$ cat src/design/alu_array_pkg.sv
package alu_array_pkg;

	// data word carried by operands and results
	typedef logic [31:0] word_t;

	// AXI4-Lite byte address
	typedef logic [7:0] addr_t;

	// AXI response code
	typedef logic [1:0] resp_t;

	// register offset inside one lane window
	typedef logic [3:0] reg_off_t;

	// shift amount, only the low five bits of src2
	typedef logic [4:0] shamt_t;

	// lane number
	typedef logic [1:0] lane_idx_t;

	localparam resp_t OKAY   = 2'b00;
	localparam resp_t SLVERR = 2'b10;

	localparam int NUM_LANES = 4;

	// each lane owns 16 bytes starting at lane * 16
	localparam reg_off_t REG_SRC1   = 4'h0;
	localparam reg_off_t REG_SRC2   = 4'h4;
	// writing the op launches the lane
	localparam reg_off_t REG_OP     = 4'h8;
	localparam reg_off_t REG_RESULT = 4'hc;

	// status word sits just past the last lane window
	// done in 3:0, zero in 7:4, sign in 11:8
	localparam addr_t REG_STATUS = 8'h40;

	// op codes follow the original ALU control encoding
	// 11 to 15 are not defined and give zero
	typedef enum logic [3:0] {
		ADD  = 4'd0,
		SUB  = 4'd1,
		SLL  = 4'd2,
		SLT  = 4'd3,
		SLTU = 4'd4,
		XOR  = 4'd5,
		SRL  = 4'd6,
		SRA  = 4'd7,
		OR   = 4'd8,
		AND  = 4'd9,
		PASS = 4'd10
	} alu_op_t;

	// dispatcher to lane, 69 bits
	typedef struct packed {
		logic    valid;
		alu_op_t op;
		word_t   src1;
		word_t   src2;
	} lane_issue_t;

	// lane to collector, 35 bits
	typedef struct packed {
		logic  valid;
		word_t result;
		logic  zero;
		logic  sign;
	} lane_result_t;

endpackage

$ cat src/design/alu_lane.sv
`timescale 1ns/10ps

module alu_lane
	import alu_array_pkg::*;
(
	input  logic         clk,
	input  logic         rst_n,
	input  lane_issue_t  issue,
	output lane_result_t result
);

	// combinational datapath
	word_t  alu_out;
	word_t  diff;
	shamt_t shamt;
	logic   sign_of_diff;
	logic   sign_next;

	// only five bits of shift, so amounts above 31 wrap
	assign shamt = issue.src2[4:0];

	// difference shared by sub and the sign flag of the compares
	assign diff = issue.src1 - issue.src2;

	always_comb begin
		case (issue.op)
			ADD:  alu_out = issue.src1 + issue.src2;
			SUB:  alu_out = diff;
			SLL:  alu_out = issue.src1 << shamt;
			// signed compare
			SLT:  alu_out = word_t'($signed(issue.src1) < $signed(issue.src2));
			// unsigned compare
			SLTU: alu_out = word_t'(issue.src1 < issue.src2);
			XOR:  alu_out = issue.src1 ^ issue.src2;
			SRL:  alu_out = issue.src1 >> shamt;
			// arithmetic shift keeps the top bit of src1
			SRA:  alu_out = word_t'($signed(issue.src1) >>> shamt);
			OR:   alu_out = issue.src1 | issue.src2;
			AND:  alu_out = issue.src1 & issue.src2;
			PASS: alu_out = issue.src2;
			// undefined codes
			default: alu_out = '0;
		endcase
	end

	// sub and the compares report the sign of src1 - src2
	assign sign_of_diff = (issue.op == SUB) || (issue.op == SLT) || (issue.op == SLTU);

	// everything else reports the top bit of the result
	assign sign_next = sign_of_diff ? diff[31] : alu_out[31];

	// one cycle from issue to result
	always_ff @(posedge clk) begin
		if (!rst_n) begin
			result <= '0;
		end else begin
			// valid is a single pulse, one cycle after issue
			result.valid <= issue.valid;
			if (issue.valid) begin
				result.result <= alu_out;
				result.zero   <= (alu_out == '0);
				result.sign   <= sign_next;
			end
		end
	end

endmodule

$ cat src/design/alu_dispatch.sv
`timescale 1ns/10ps

module alu_dispatch
	import alu_array_pkg::*;
(
	input  logic        clk,
	input  logic        rst_n,
	input  addr_t       awaddr,
	input  logic        awvalid,
	output logic        awready,
	input  word_t       wdata,
	input  logic        wvalid,
	output logic        wready,
	output resp_t       bresp,
	output logic        bvalid,
	input  logic        bready,
	output lane_issue_t issue [NUM_LANES]
);

	// address decode
	lane_idx_t wr_lane;
	reg_off_t  wr_off;
	logic      wr_in_lanes;
	logic      wr_src1;
	logic      wr_src2;
	logic      wr_op;
	logic      wr_ok;

	// handshake
	logic accept;
	logic wr_fire;

	// per lane launch request
	logic [NUM_LANES-1:0] op_hit;

	// operands held until the op write
	word_t src1_q [NUM_LANES];
	word_t src2_q [NUM_LANES];

	assign wr_lane     = awaddr[5:4];
	assign wr_off      = awaddr[3:0];
	assign wr_in_lanes = (awaddr[7:4] < NUM_LANES);

	assign wr_src1 = wr_in_lanes && (wr_off == REG_SRC1);
	assign wr_src2 = wr_in_lanes && (wr_off == REG_SRC2);
	assign wr_op   = wr_in_lanes && (wr_off == REG_OP);

	// result, status and holes in the map are not writable
	assign wr_ok = wr_src1 || wr_src2 || wr_op;

	// ready goes high for a single cycle, never while B is outstanding
	assign accept  = !awready && awvalid && wvalid && !bvalid;
	assign wr_fire = awready && awvalid && wvalid;

	always_comb begin
		for (int l = 0; l < NUM_LANES; l++) begin
			op_hit[l] = wr_fire && wr_op && (wr_lane == lane_idx_t'(l));
		end
	end

	// AW and W are accepted together
	always_ff @(posedge clk) begin
		if (!rst_n) begin
			awready <= 1'b0;
			wready  <= 1'b0;
		end else begin
			awready <= accept;
			wready  <= accept;
		end
	end

	// B response, held until bready
	always_ff @(posedge clk) begin
		if (!rst_n) begin
			bvalid <= 1'b0;
			bresp  <= OKAY;
		end else if (wr_fire) begin
			bvalid <= 1'b1;
			bresp  <= wr_ok ? OKAY : SLVERR;
		end else if (bready) begin
			bvalid <= 1'b0;
		end
	end

	// operand registers
	always_ff @(posedge clk) begin
		if (!rst_n) begin
			for (int l = 0; l < NUM_LANES; l++) begin
				src1_q[l] <= '0;
				src2_q[l] <= '0;
			end
		end else if (wr_fire) begin
			if (wr_src1)
				src1_q[wr_lane] <= wdata;
			if (wr_src2)
				src2_q[wr_lane] <= wdata;
		end
	end

	// issue pulse one cycle after the op handshake
	always_ff @(posedge clk) begin
		if (!rst_n) begin
			for (int l = 0; l < NUM_LANES; l++)
				issue[l] <= '0;
		end else begin
			for (int l = 0; l < NUM_LANES; l++) begin
				issue[l].valid <= op_hit[l];
				if (op_hit[l]) begin
					// op code is the low nibble of the written word
					issue[l].op   <= alu_op_t'(wdata[3:0]);
					issue[l].src1 <= src1_q[l];
					issue[l].src2 <= src2_q[l];
				end
			end
		end
	end

endmodule

$ cat src/design/alu_collect.sv
`timescale 1ns/10ps

module alu_collect
	import alu_array_pkg::*;
(
	input  logic         clk,
	input  logic         rst_n,
	input  lane_result_t result [NUM_LANES],
	input  addr_t        araddr,
	input  logic         arvalid,
	output logic         arready,
	output word_t        rdata,
	output resp_t        rresp,
	output logic         rvalid,
	input  logic         rready
);

	// read decode
	lane_idx_t rd_lane;
	reg_off_t  rd_off;
	logic      rd_result;
	logic      rd_status;
	logic      rd_fire;

	// stored lane state
	word_t                res_q [NUM_LANES];
	logic [NUM_LANES-1:0] done_q;
	logic [NUM_LANES-1:0] zero_q;
	logic [NUM_LANES-1:0] sign_q;

	// assembled status word
	word_t status_word;

	assign rd_lane   = araddr[5:4];
	assign rd_off    = araddr[3:0];
	assign rd_result = (araddr[7:4] < NUM_LANES) && (rd_off == REG_RESULT);
	assign rd_status = (araddr == REG_STATUS);

	assign rd_fire = arready && arvalid;

	// done, zero and sign, one bit per lane in each field
	always_comb begin
		status_word = '0;
		status_word[NUM_LANES-1:0]               = done_q;
		status_word[2*NUM_LANES-1:NUM_LANES]     = zero_q;
		status_word[3*NUM_LANES-1:2*NUM_LANES]   = sign_q;
	end

	// arready pulses for one cycle, only with no R pending
	always_ff @(posedge clk) begin
		if (!rst_n)
			arready <= 1'b0;
		else
			arready <= !arready && arvalid && !rvalid;
	end

	// R response, data frozen until rready
	always_ff @(posedge clk) begin
		if (!rst_n) begin
			rvalid <= 1'b0;
			rdata  <= '0;
			rresp  <= OKAY;
		end else if (rd_fire) begin
			rvalid <= 1'b1;
			if (rd_result) begin
				rdata <= res_q[rd_lane];
				rresp <= OKAY;
			end else if (rd_status) begin
				rdata <= status_word;
				rresp <= OKAY;
			end else begin
				// anything else in the map is write only or empty
				rdata <= '0;
				rresp <= SLVERR;
			end
		end else if (rready) begin
			rvalid <= 1'b0;
		end
	end

	// lane results are captured whatever the bus is doing
	always_ff @(posedge clk) begin
		if (!rst_n) begin
			done_q <= '0;
			zero_q <= '0;
			sign_q <= '0;
			for (int l = 0; l < NUM_LANES; l++)
				res_q[l] <= '0;
		end else begin
			for (int l = 0; l < NUM_LANES; l++) begin
				// reading the result consumes done, result stays
				if (rd_fire && rd_result && (rd_lane == lane_idx_t'(l)))
					done_q[l] <= 1'b0;
				// a new result in the same cycle wins over the clear
				if (result[l].valid) begin
					done_q[l] <= 1'b1;
					res_q[l]  <= result[l].result;
					zero_q[l] <= result[l].zero;
					sign_q[l] <= result[l].sign;
				end
			end
		end
	end

endmodule

$ cat src/design/alu_array_top.sv
`timescale 1ns/10ps

module alu_array_top
	import alu_array_pkg::*;
(
	input  logic  clk,
	input  logic  rst_n,
	input  addr_t awaddr,
	input  logic  awvalid,
	output logic  awready,
	input  word_t wdata,
	input  logic  wvalid,
	output logic  wready,
	output resp_t bresp,
	output logic  bvalid,
	input  logic  bready,
	input  addr_t araddr,
	input  logic  arvalid,
	output logic  arready,
	output word_t rdata,
	output resp_t rresp,
	output logic  rvalid,
	input  logic  rready
);

	// one issue and one result per lane
	lane_issue_t  issue  [NUM_LANES];
	lane_result_t result [NUM_LANES];

	// write side and operand storage
	alu_dispatch alu_dispatch_i (
		.clk     (clk),
		.rst_n   (rst_n),
		.awaddr  (awaddr),
		.awvalid (awvalid),
		.awready (awready),
		.wdata   (wdata),
		.wvalid  (wvalid),
		.wready  (wready),
		.bresp   (bresp),
		.bvalid  (bvalid),
		.bready  (bready),
		.issue   (issue)
	);

	// lanes run independently of each other
	for (genvar l = 0; l < NUM_LANES; l++) begin : g_lane
		alu_lane alu_lane_i (
			.clk    (clk),
			.rst_n  (rst_n),
			.issue  (issue[l]),
			.result (result[l])
		);
	end

	// read side with result store and status
	alu_collect alu_collect_i (
		.clk     (clk),
		.rst_n   (rst_n),
		.result  (result),
		.araddr  (araddr),
		.arvalid (arvalid),
		.arready (arready),
		.rdata   (rdata),
		.rresp   (rresp),
		.rvalid  (rvalid),
		.rready  (rready)
	);

endmodule

$ cat config.mk
export PLATFORM = sky130hd
export DESIGN_NAME = alu_array_top
export DESIGN_NICKNAME = d
export VERILOG_FILES = /design/src/design/alu_array_pkg.sv /design/src/design/alu_lane.sv /design/src/design/alu_dispatch.sv /design/src/design/alu_collect.sv /design/src/design/alu_array_top.sv
export SDC_FILE = /design/constraint.sdc
export NUM_CORES = 2
export LEC_CHECK = 0
export BUFFER_PORTS_ARGS = -buffer_cell sky130_fd_sc_hd__buf_2
export CORE_MARGIN = 2
export CORE_UTILIZATION = 25
export DETAILED_ROUTE_END_ITERATION = 12
export GPL_ROUTABILITY_DRIVEN = 1
export MAX_ROUTING_LAYER = met4
export PLACE_DENSITY_LB_ADDON = 0.2
export SETUP_SLACK_MARGIN = 0.15
export SYNTH_ARGS = -nofsm -noshare
export SYNTH_HDL_FRONTEND = slang
export SYNTH_HIERARCHICAL = 1
export SYNTH_SLANG_ARGS = --single-unit
$ cat constraint.sdc
create_clock -name clk -period 6.3 [get_ports clk]
set_clock_uncertainty 0.15 [all_clocks]
set_input_delay 0.945 -clock clk [delete_from_list [all_inputs] [get_ports clk]]
set_output_delay 0.945 -clock clk [all_outputs]
set_load 0.1 [all_outputs]
---- Word-level counts from Yosys, hierarchy flattened ----
Memories as Yosys holds them, arrays and structs flattened. A register that Yosys moved wholly into a read port is not among the register bits.
Cells that the tools add are included.
word-level totals
  memories kept ........................... 3
  output and inout bits ................... 41
  RAM bits ................................ 384
  input bits .............................. 55
  word-level logic and storage cells ...... 261
  register bits after elaboration ......... 212
operators by class
  equal/unequal tests ..................... 50
  add/sub/neg operators ................... 8
  bitwise operators ....................... 16
  reduce and logical (&&, ||, !) cells .... 63
  $lt $le $gt $ge ......................... 10
  shifts and indexed selects .............. 12
  mux-type cells .......................... 56
memory list
  name                   words  bits a word  read ports  clocked after memory_dff  write ports  RTL line            RTL
  alu_collect_i.res_q    4      32           1           0                         4            alu_collect.sv:26   word_t res_q [NUM_LANES];
  alu_dispatch_i.src1_q  4      32           4           4                         4            alu_dispatch.sv:37  word_t src1_q [NUM_LANES];
  alu_dispatch_i.src2_q  4      32           4           4                         4            alu_dispatch.sv:38  word_t src2_q [NUM_LANES];
operators with widths
  cell                  count
  $pmux W32 S11         4
  $lt A32 B32 Y1        8
  $mux W32              7
  $add A32 B32 Y32      4
  $and A32 B32 Y32      4
  $logic_not A32 Y1     4
  $or A32 B32 Y32       4
  $shl A32 B5 Y32       4
  $shr A32 B5 Y32       4
  $sshr A32 B5 Y32      4
  $sub A32 B32 Y32      4
  $xor A32 B32 Y32      4
  $eq A4 B3 Y1 const B  17
  $reduce_or A32 Y1     2
  $eq A4 B4 Y1 const B  14
  $mux W1               39
  $eq A4 B2 Y1 const B  8
  $logic_and A1 B1 Y1   22
  $logic_not A4 Y1      5
  $eq A4 B1 Y1 const B  4
  $logic_not A1 Y1      12
  $mux W12              1
  $reduce_bool A2 Y1    6
  $logic_or A1 B1 Y1    10
  other kinds (7)       20

---- Longest topological paths before layout ----
  depth in word-level cells ............... 8
  mapped depth ............................ 18
  depth with buffers taken out ............ 14

---- Cells and area by module ----
Netlist, hierarchy kept.
modules (own cells, without submodules)
  module        seq. area each (µm²)  instances  cells an instance  area an instance (µm²)
  alu_lane      700.7                 4          1649               11493.5
  alu_dispatch  13272.7               1          1866               20312.0
  alu_collect   4784.6                1          480                7323.3

---- Worst setup path before layout ----
Ideal clock, no wire load.
  path kind ............................... reg-to-reg
  from .................................... reg alu_dispatch_i/wready (netlist name)
  to ...................................... mem alu_dispatch_i/src2_q[0][0] in the netlist's numbering (enable)
  stages on the path, launching flop included .. 6
  period minus slack after synthesis ...... 4.971 ns
  slack ................................... 1.329 ns
  path buffers ............................ 2
  data arrival time ....................... 4.351 ns
  data required time ...................... 5.680 ns
  setup time .............................. 0.470 ns
  cells stage by stage .................... dfxtp_1 > and3_1 > clkbuf_1 > clkbuf_1 > nand4b_1 > o31ai_1
RTL lines
  element        RTL line
  end, declared  alu_dispatch.sv:38

---- Worst setup path in the final report ----
  from .................................... reg alu_dispatch_i/issue[242] (netlist name)
  to ...................................... reg g_lane[0].alu_lane_i/result[1] (netlist name)
between the ends
  cells in the longest elaborated chain, start to end .. 3
  elaborated cells between the ends (all ways) .. 12
  classes of those cells .................. add/sub: 2; order compare: 2; shift: 3; mux: 1; bitwise: 3; reduce/logical: 1
ends and longest elaborated chain
  element                                   RTL line        RTL
  $sub A32 B32 Y32 (tied with other cells)  alu_lane.sv:23  assign diff = issue.src1 - issue.src2;
  $pmux W32 S11 *                           alu_lane.sv:26  case (issue.op)
  $logic_not A32 Y1 *                       alu_lane.sv:61  result.zero <= (alu_out == '0);
Mark *: on every way between the ends. The rest lies on a longest branch, timed or not.
A chain may end at the register's enable or synchronous reset.

==> impl_metrics.json <==
{
  "status": "finished, violations left",
  "violations": "max-capacitance violations, max-slew violations",
  "critPathRequiredTime_ns": 6.84,
  "drive_gt1_frac": 0.116,
  "vias_per_cell": 5.78,
  "relSlewSlack": -0.0478,
  "clockBufferDepth": 4,
  "die_area_um2": 299000,
  "sw_frac_of_total": 0.235,
  "ctsHoldBuffers": 0,
  "core_um2": 293000,
  "critPathSlowestCell": "a2111oi_0",
  "cts-buffers-inserted": 106,
  "grtUsageTotal": 0.278,
  "ios": 96,
  "slew_viol_final": 8,
  "period_share": 0.863,
  "globalRouteMet2Util": 0.388,
  "antenna_found_initial": 40,
  "ys_seq_area_frac": 0.283,
  "cts_tree": "built",
  "drc": 0,
  "yosysMostFrequentCell": "nand2_1",
  "path_class": "reg2reg",
  "crit_chain": "inv_1 -> ha_1 -> nor2_1 -> a2111oi_0 -> buf_4 -> o2111ai_1 -> buf_4 -> a21oi_1 -> nand4b_1 -> nand2_1 -> o221a_2 -> a31oi_1 -> a211o_1 -> nor4_1 -> a32o_2",
  "cts_resized": 0,
  "synthFlopType": "dfxtp_1",
  "routed_wl_um": 421000,
  "timing.fmax_mhz": 184,
  "grt-ovfl-total": 0,
  "synth_area_leaders": "edfxtp_1 (16%), dfxtp_1 (13%), mux2i_1 (8.4%)",
  "final_hold_viol_count": 0,
  "cap_violations": 1,
  "postSynthAreaPerCell_um2": 8.23,
  "p_leak_nw": 29.6,
  "rsz0062_at_grt": "no",
  "placed_area_um2": 78700,
  "period_minus_slack_ns": 5.43,
  "die_h_um": 547,
  "synth_top_area_frac": 0.157,
  "synth_edf_count": 384,
  "setup_viol": 0,
  "use_met3": 0.0582,
  "vias": 73957,
  "fin_tns_setup_ns": 0,
  "synth_nets": 9405,
  "combPwrFrac": 0.030,
  "pwr-share-clk": 0.498,
  "arrival_ns": 5.98,
  "grt_first_pass_wirelength_um": 576000,
  "p_sw_w": 0.00295,
  "final_nets": 9204,
  "synth_top_area_cell": "edfxtp_1",
  "cp_common_cell": "buf_4",
  "ys_ff_latch": 850,
  "crit_path_start_kind": "flop",
  "cts_sinks": 850,
  "first_pass_iters": 6,
  "ys_warn_count": 6,
  "netlist_area_um2": 73600,
  "ant_nets": 0,
  "p_int_w": 0.00957,
  "tightest_slew_ns": 1.57,
  "wl_per_cell_um": 32.9,
  "syn_inst": 8942,
  "grt_pass1_vias": 68623,
  "cpPeakStageDelay_ns": 1.00,
  "grt-busiest-layer": "met1",
  "hpwlAfterDp_um": 330000,
  "clk_pin_slew_ns": 0.06,
  "place_congestion": 1.07,
  "cellPowerDensity_nw_per_um2": 152,
  "drt_iter0_drc": 9193,
  "synth-async-reset-ratio": 0,
  "grt_start_max_net_pins": 206,
  "sequentialPowerShare": 0.471,
  "fin_area_um2": 82300,
  "initial_utilization": 0.251,
  "cts-root-buf": "clkbuf_16",
  "hold_path_class": "in2reg",
  "die_w_um": 547,
  "ys_types": 97,
  "port_buffers": 93,
  "rows": 199,
  "clock_latency_ns": 0.90,
  "cp-end-kind": "flop",
  "synthTopCellsByCount": "nand2_1 (1110), nor2_1 (870), mux2i_1 (616)",
  "use_met1": 0.390,
  "htree_levels": 3,
  "ir_drop_mv": 0.226,
  "area_growth_pct": 11.8,
  "power.total_w": 0.0125,
  "post_cts_buffers": 0,
  "crit_fanout": 9
}
## per-layer routing
| metal | wire length, µm | vias to the layer above |
|---|---|---|
| met2 | 172000 | 3615 |
| met4 | 17800 | 0 |
| met5 | 0 | - |
| met3 | 37200 | 498 |
| li1 | - | 32474 |
| met1 | 194000 | 37370 |
## final timing paths
| path | to | cells past startpoint | slack (ns) | startpoint |
|---|---|---|---|---|
| worst max-delay path | g_lane[0].alu_lane_i/result[1] | 15 | 0.87 | alu_dispatch_i/issue[242] |
| worst min-delay path | alu_dispatch_i/wready | 3 | 0.20 | awvalid |
| worst max register to register | g_lane[0].alu_lane_i/result[1] | 15 | 0.87 | alu_dispatch_i/issue[242] |
| worst min register to register | alu_dispatch_i/issue[115] | 2 | 0.26 | alu_dispatch_i/src1_q[2][14] |
## stage by stage
stage               setup slack, ns   util  hold WS [ns]  cells
floorplan                      1.33      -         0.290   8942
global placement               1.09  0.268         0.274  12551
detailed placement             1.15  0.268         0.286  12552
CTS                            1.03  0.280         0.152  12747
global route                  0.584  0.280         0.202  12777
finish                        0.865  0.280         0.200  12789
## power by group through the flow
| stage | combinational [W] | sequential, W | clock [W] |
|---|---|---|---|
| after floorplan | 0.000219 | 0.00600 | 0 |
| after global placement | 0.000382 | 0.00602 | 0 |
| after CTS | 0.000384 | 0.00590 | 0.00638 |
| after detailed placement | 0.000384 | 0.00602 | 0 |
| final | 0.000381 | 0.00590 | 0.00623 |
| after global routing | 0.000410 | 0.00590 | 0.00657 |
## layout make-up
type / instances / area [µm²]
fill: 31833 / 211000
multi-input combinational: 6898 / 47900
sequential: 850 / 20900
tap: 3919 / 4900
timing repair buffer: 452 / 3280
clock buffer: 155 / 3070
inverter: 433 / 1630
clock inverter: 40 / 422
antenna: 42 / 105
## critical path, delay by kind of cell, from the launching register on
kind | cells | cell delay [ns]
AO/OA/AOI/OAI | 7 | 2.77
adder cells (fa/ha/maj) | 1 | 0.51
buffers and inverters | 3 | 0.55
flip-flops | 1 | 0.64
AND/OR/NAND/NOR | 4 | 0.56
## cell families after synthesis
kind of cell,after synthesis,share of synthesized area
muxes,872,0.147
AOI/OAI and AO/OA,2277,0.210
other,2,0.000102
buffers and inverters,1194,0.0699
adders and majority gates,408,0.0702
xor gates and xnor gates,84,0.00999
DFF,850,0.283
and+or+nand+nor,3255,0.209
## state kept, by name (all words and copies together) (netlist names)
| signal | flops |
|---|---|
| alu_collect_i/arready | 1 |
| alu_dispatch_i/wready | 1 |
| alu_collect_i/res_q | 128 |
| alu_dispatch_i/src2_q | 128 |
| alu_collect_i/done_q | 4 |
| g_lane.alu_lane_i/result | 140 |
| alu_collect_i/sign_q | 4 |
| alu_collect_i/zero_q | 4 |
| alu_dispatch_i/issue | 276 |
| alu_dispatch_i/bresp | 1 |
| alu_collect_i/rresp | 1 |
| alu_collect_i/rdata | 32 |
| alu_dispatch_i/src1_q | 128 |
| alu_collect_i/rvalid | 1 |
| alu_dispatch_i/bvalid | 1 |
## cells in the final DEF (no fill, tap or decap), types with 180 or more instances in the layout
cell and count:
and3_1 186, ha_1 400, a21oi_1 459, edfxtp_1 384
mux2i_1 616, nand2_1 1110, buf_4 350, dfxtp_1 441
a211oi_1 212, nor2_1 870, o21ai_0 445, inv_1 429
nor3_1 180
Power figures use the tool's default switching activity.
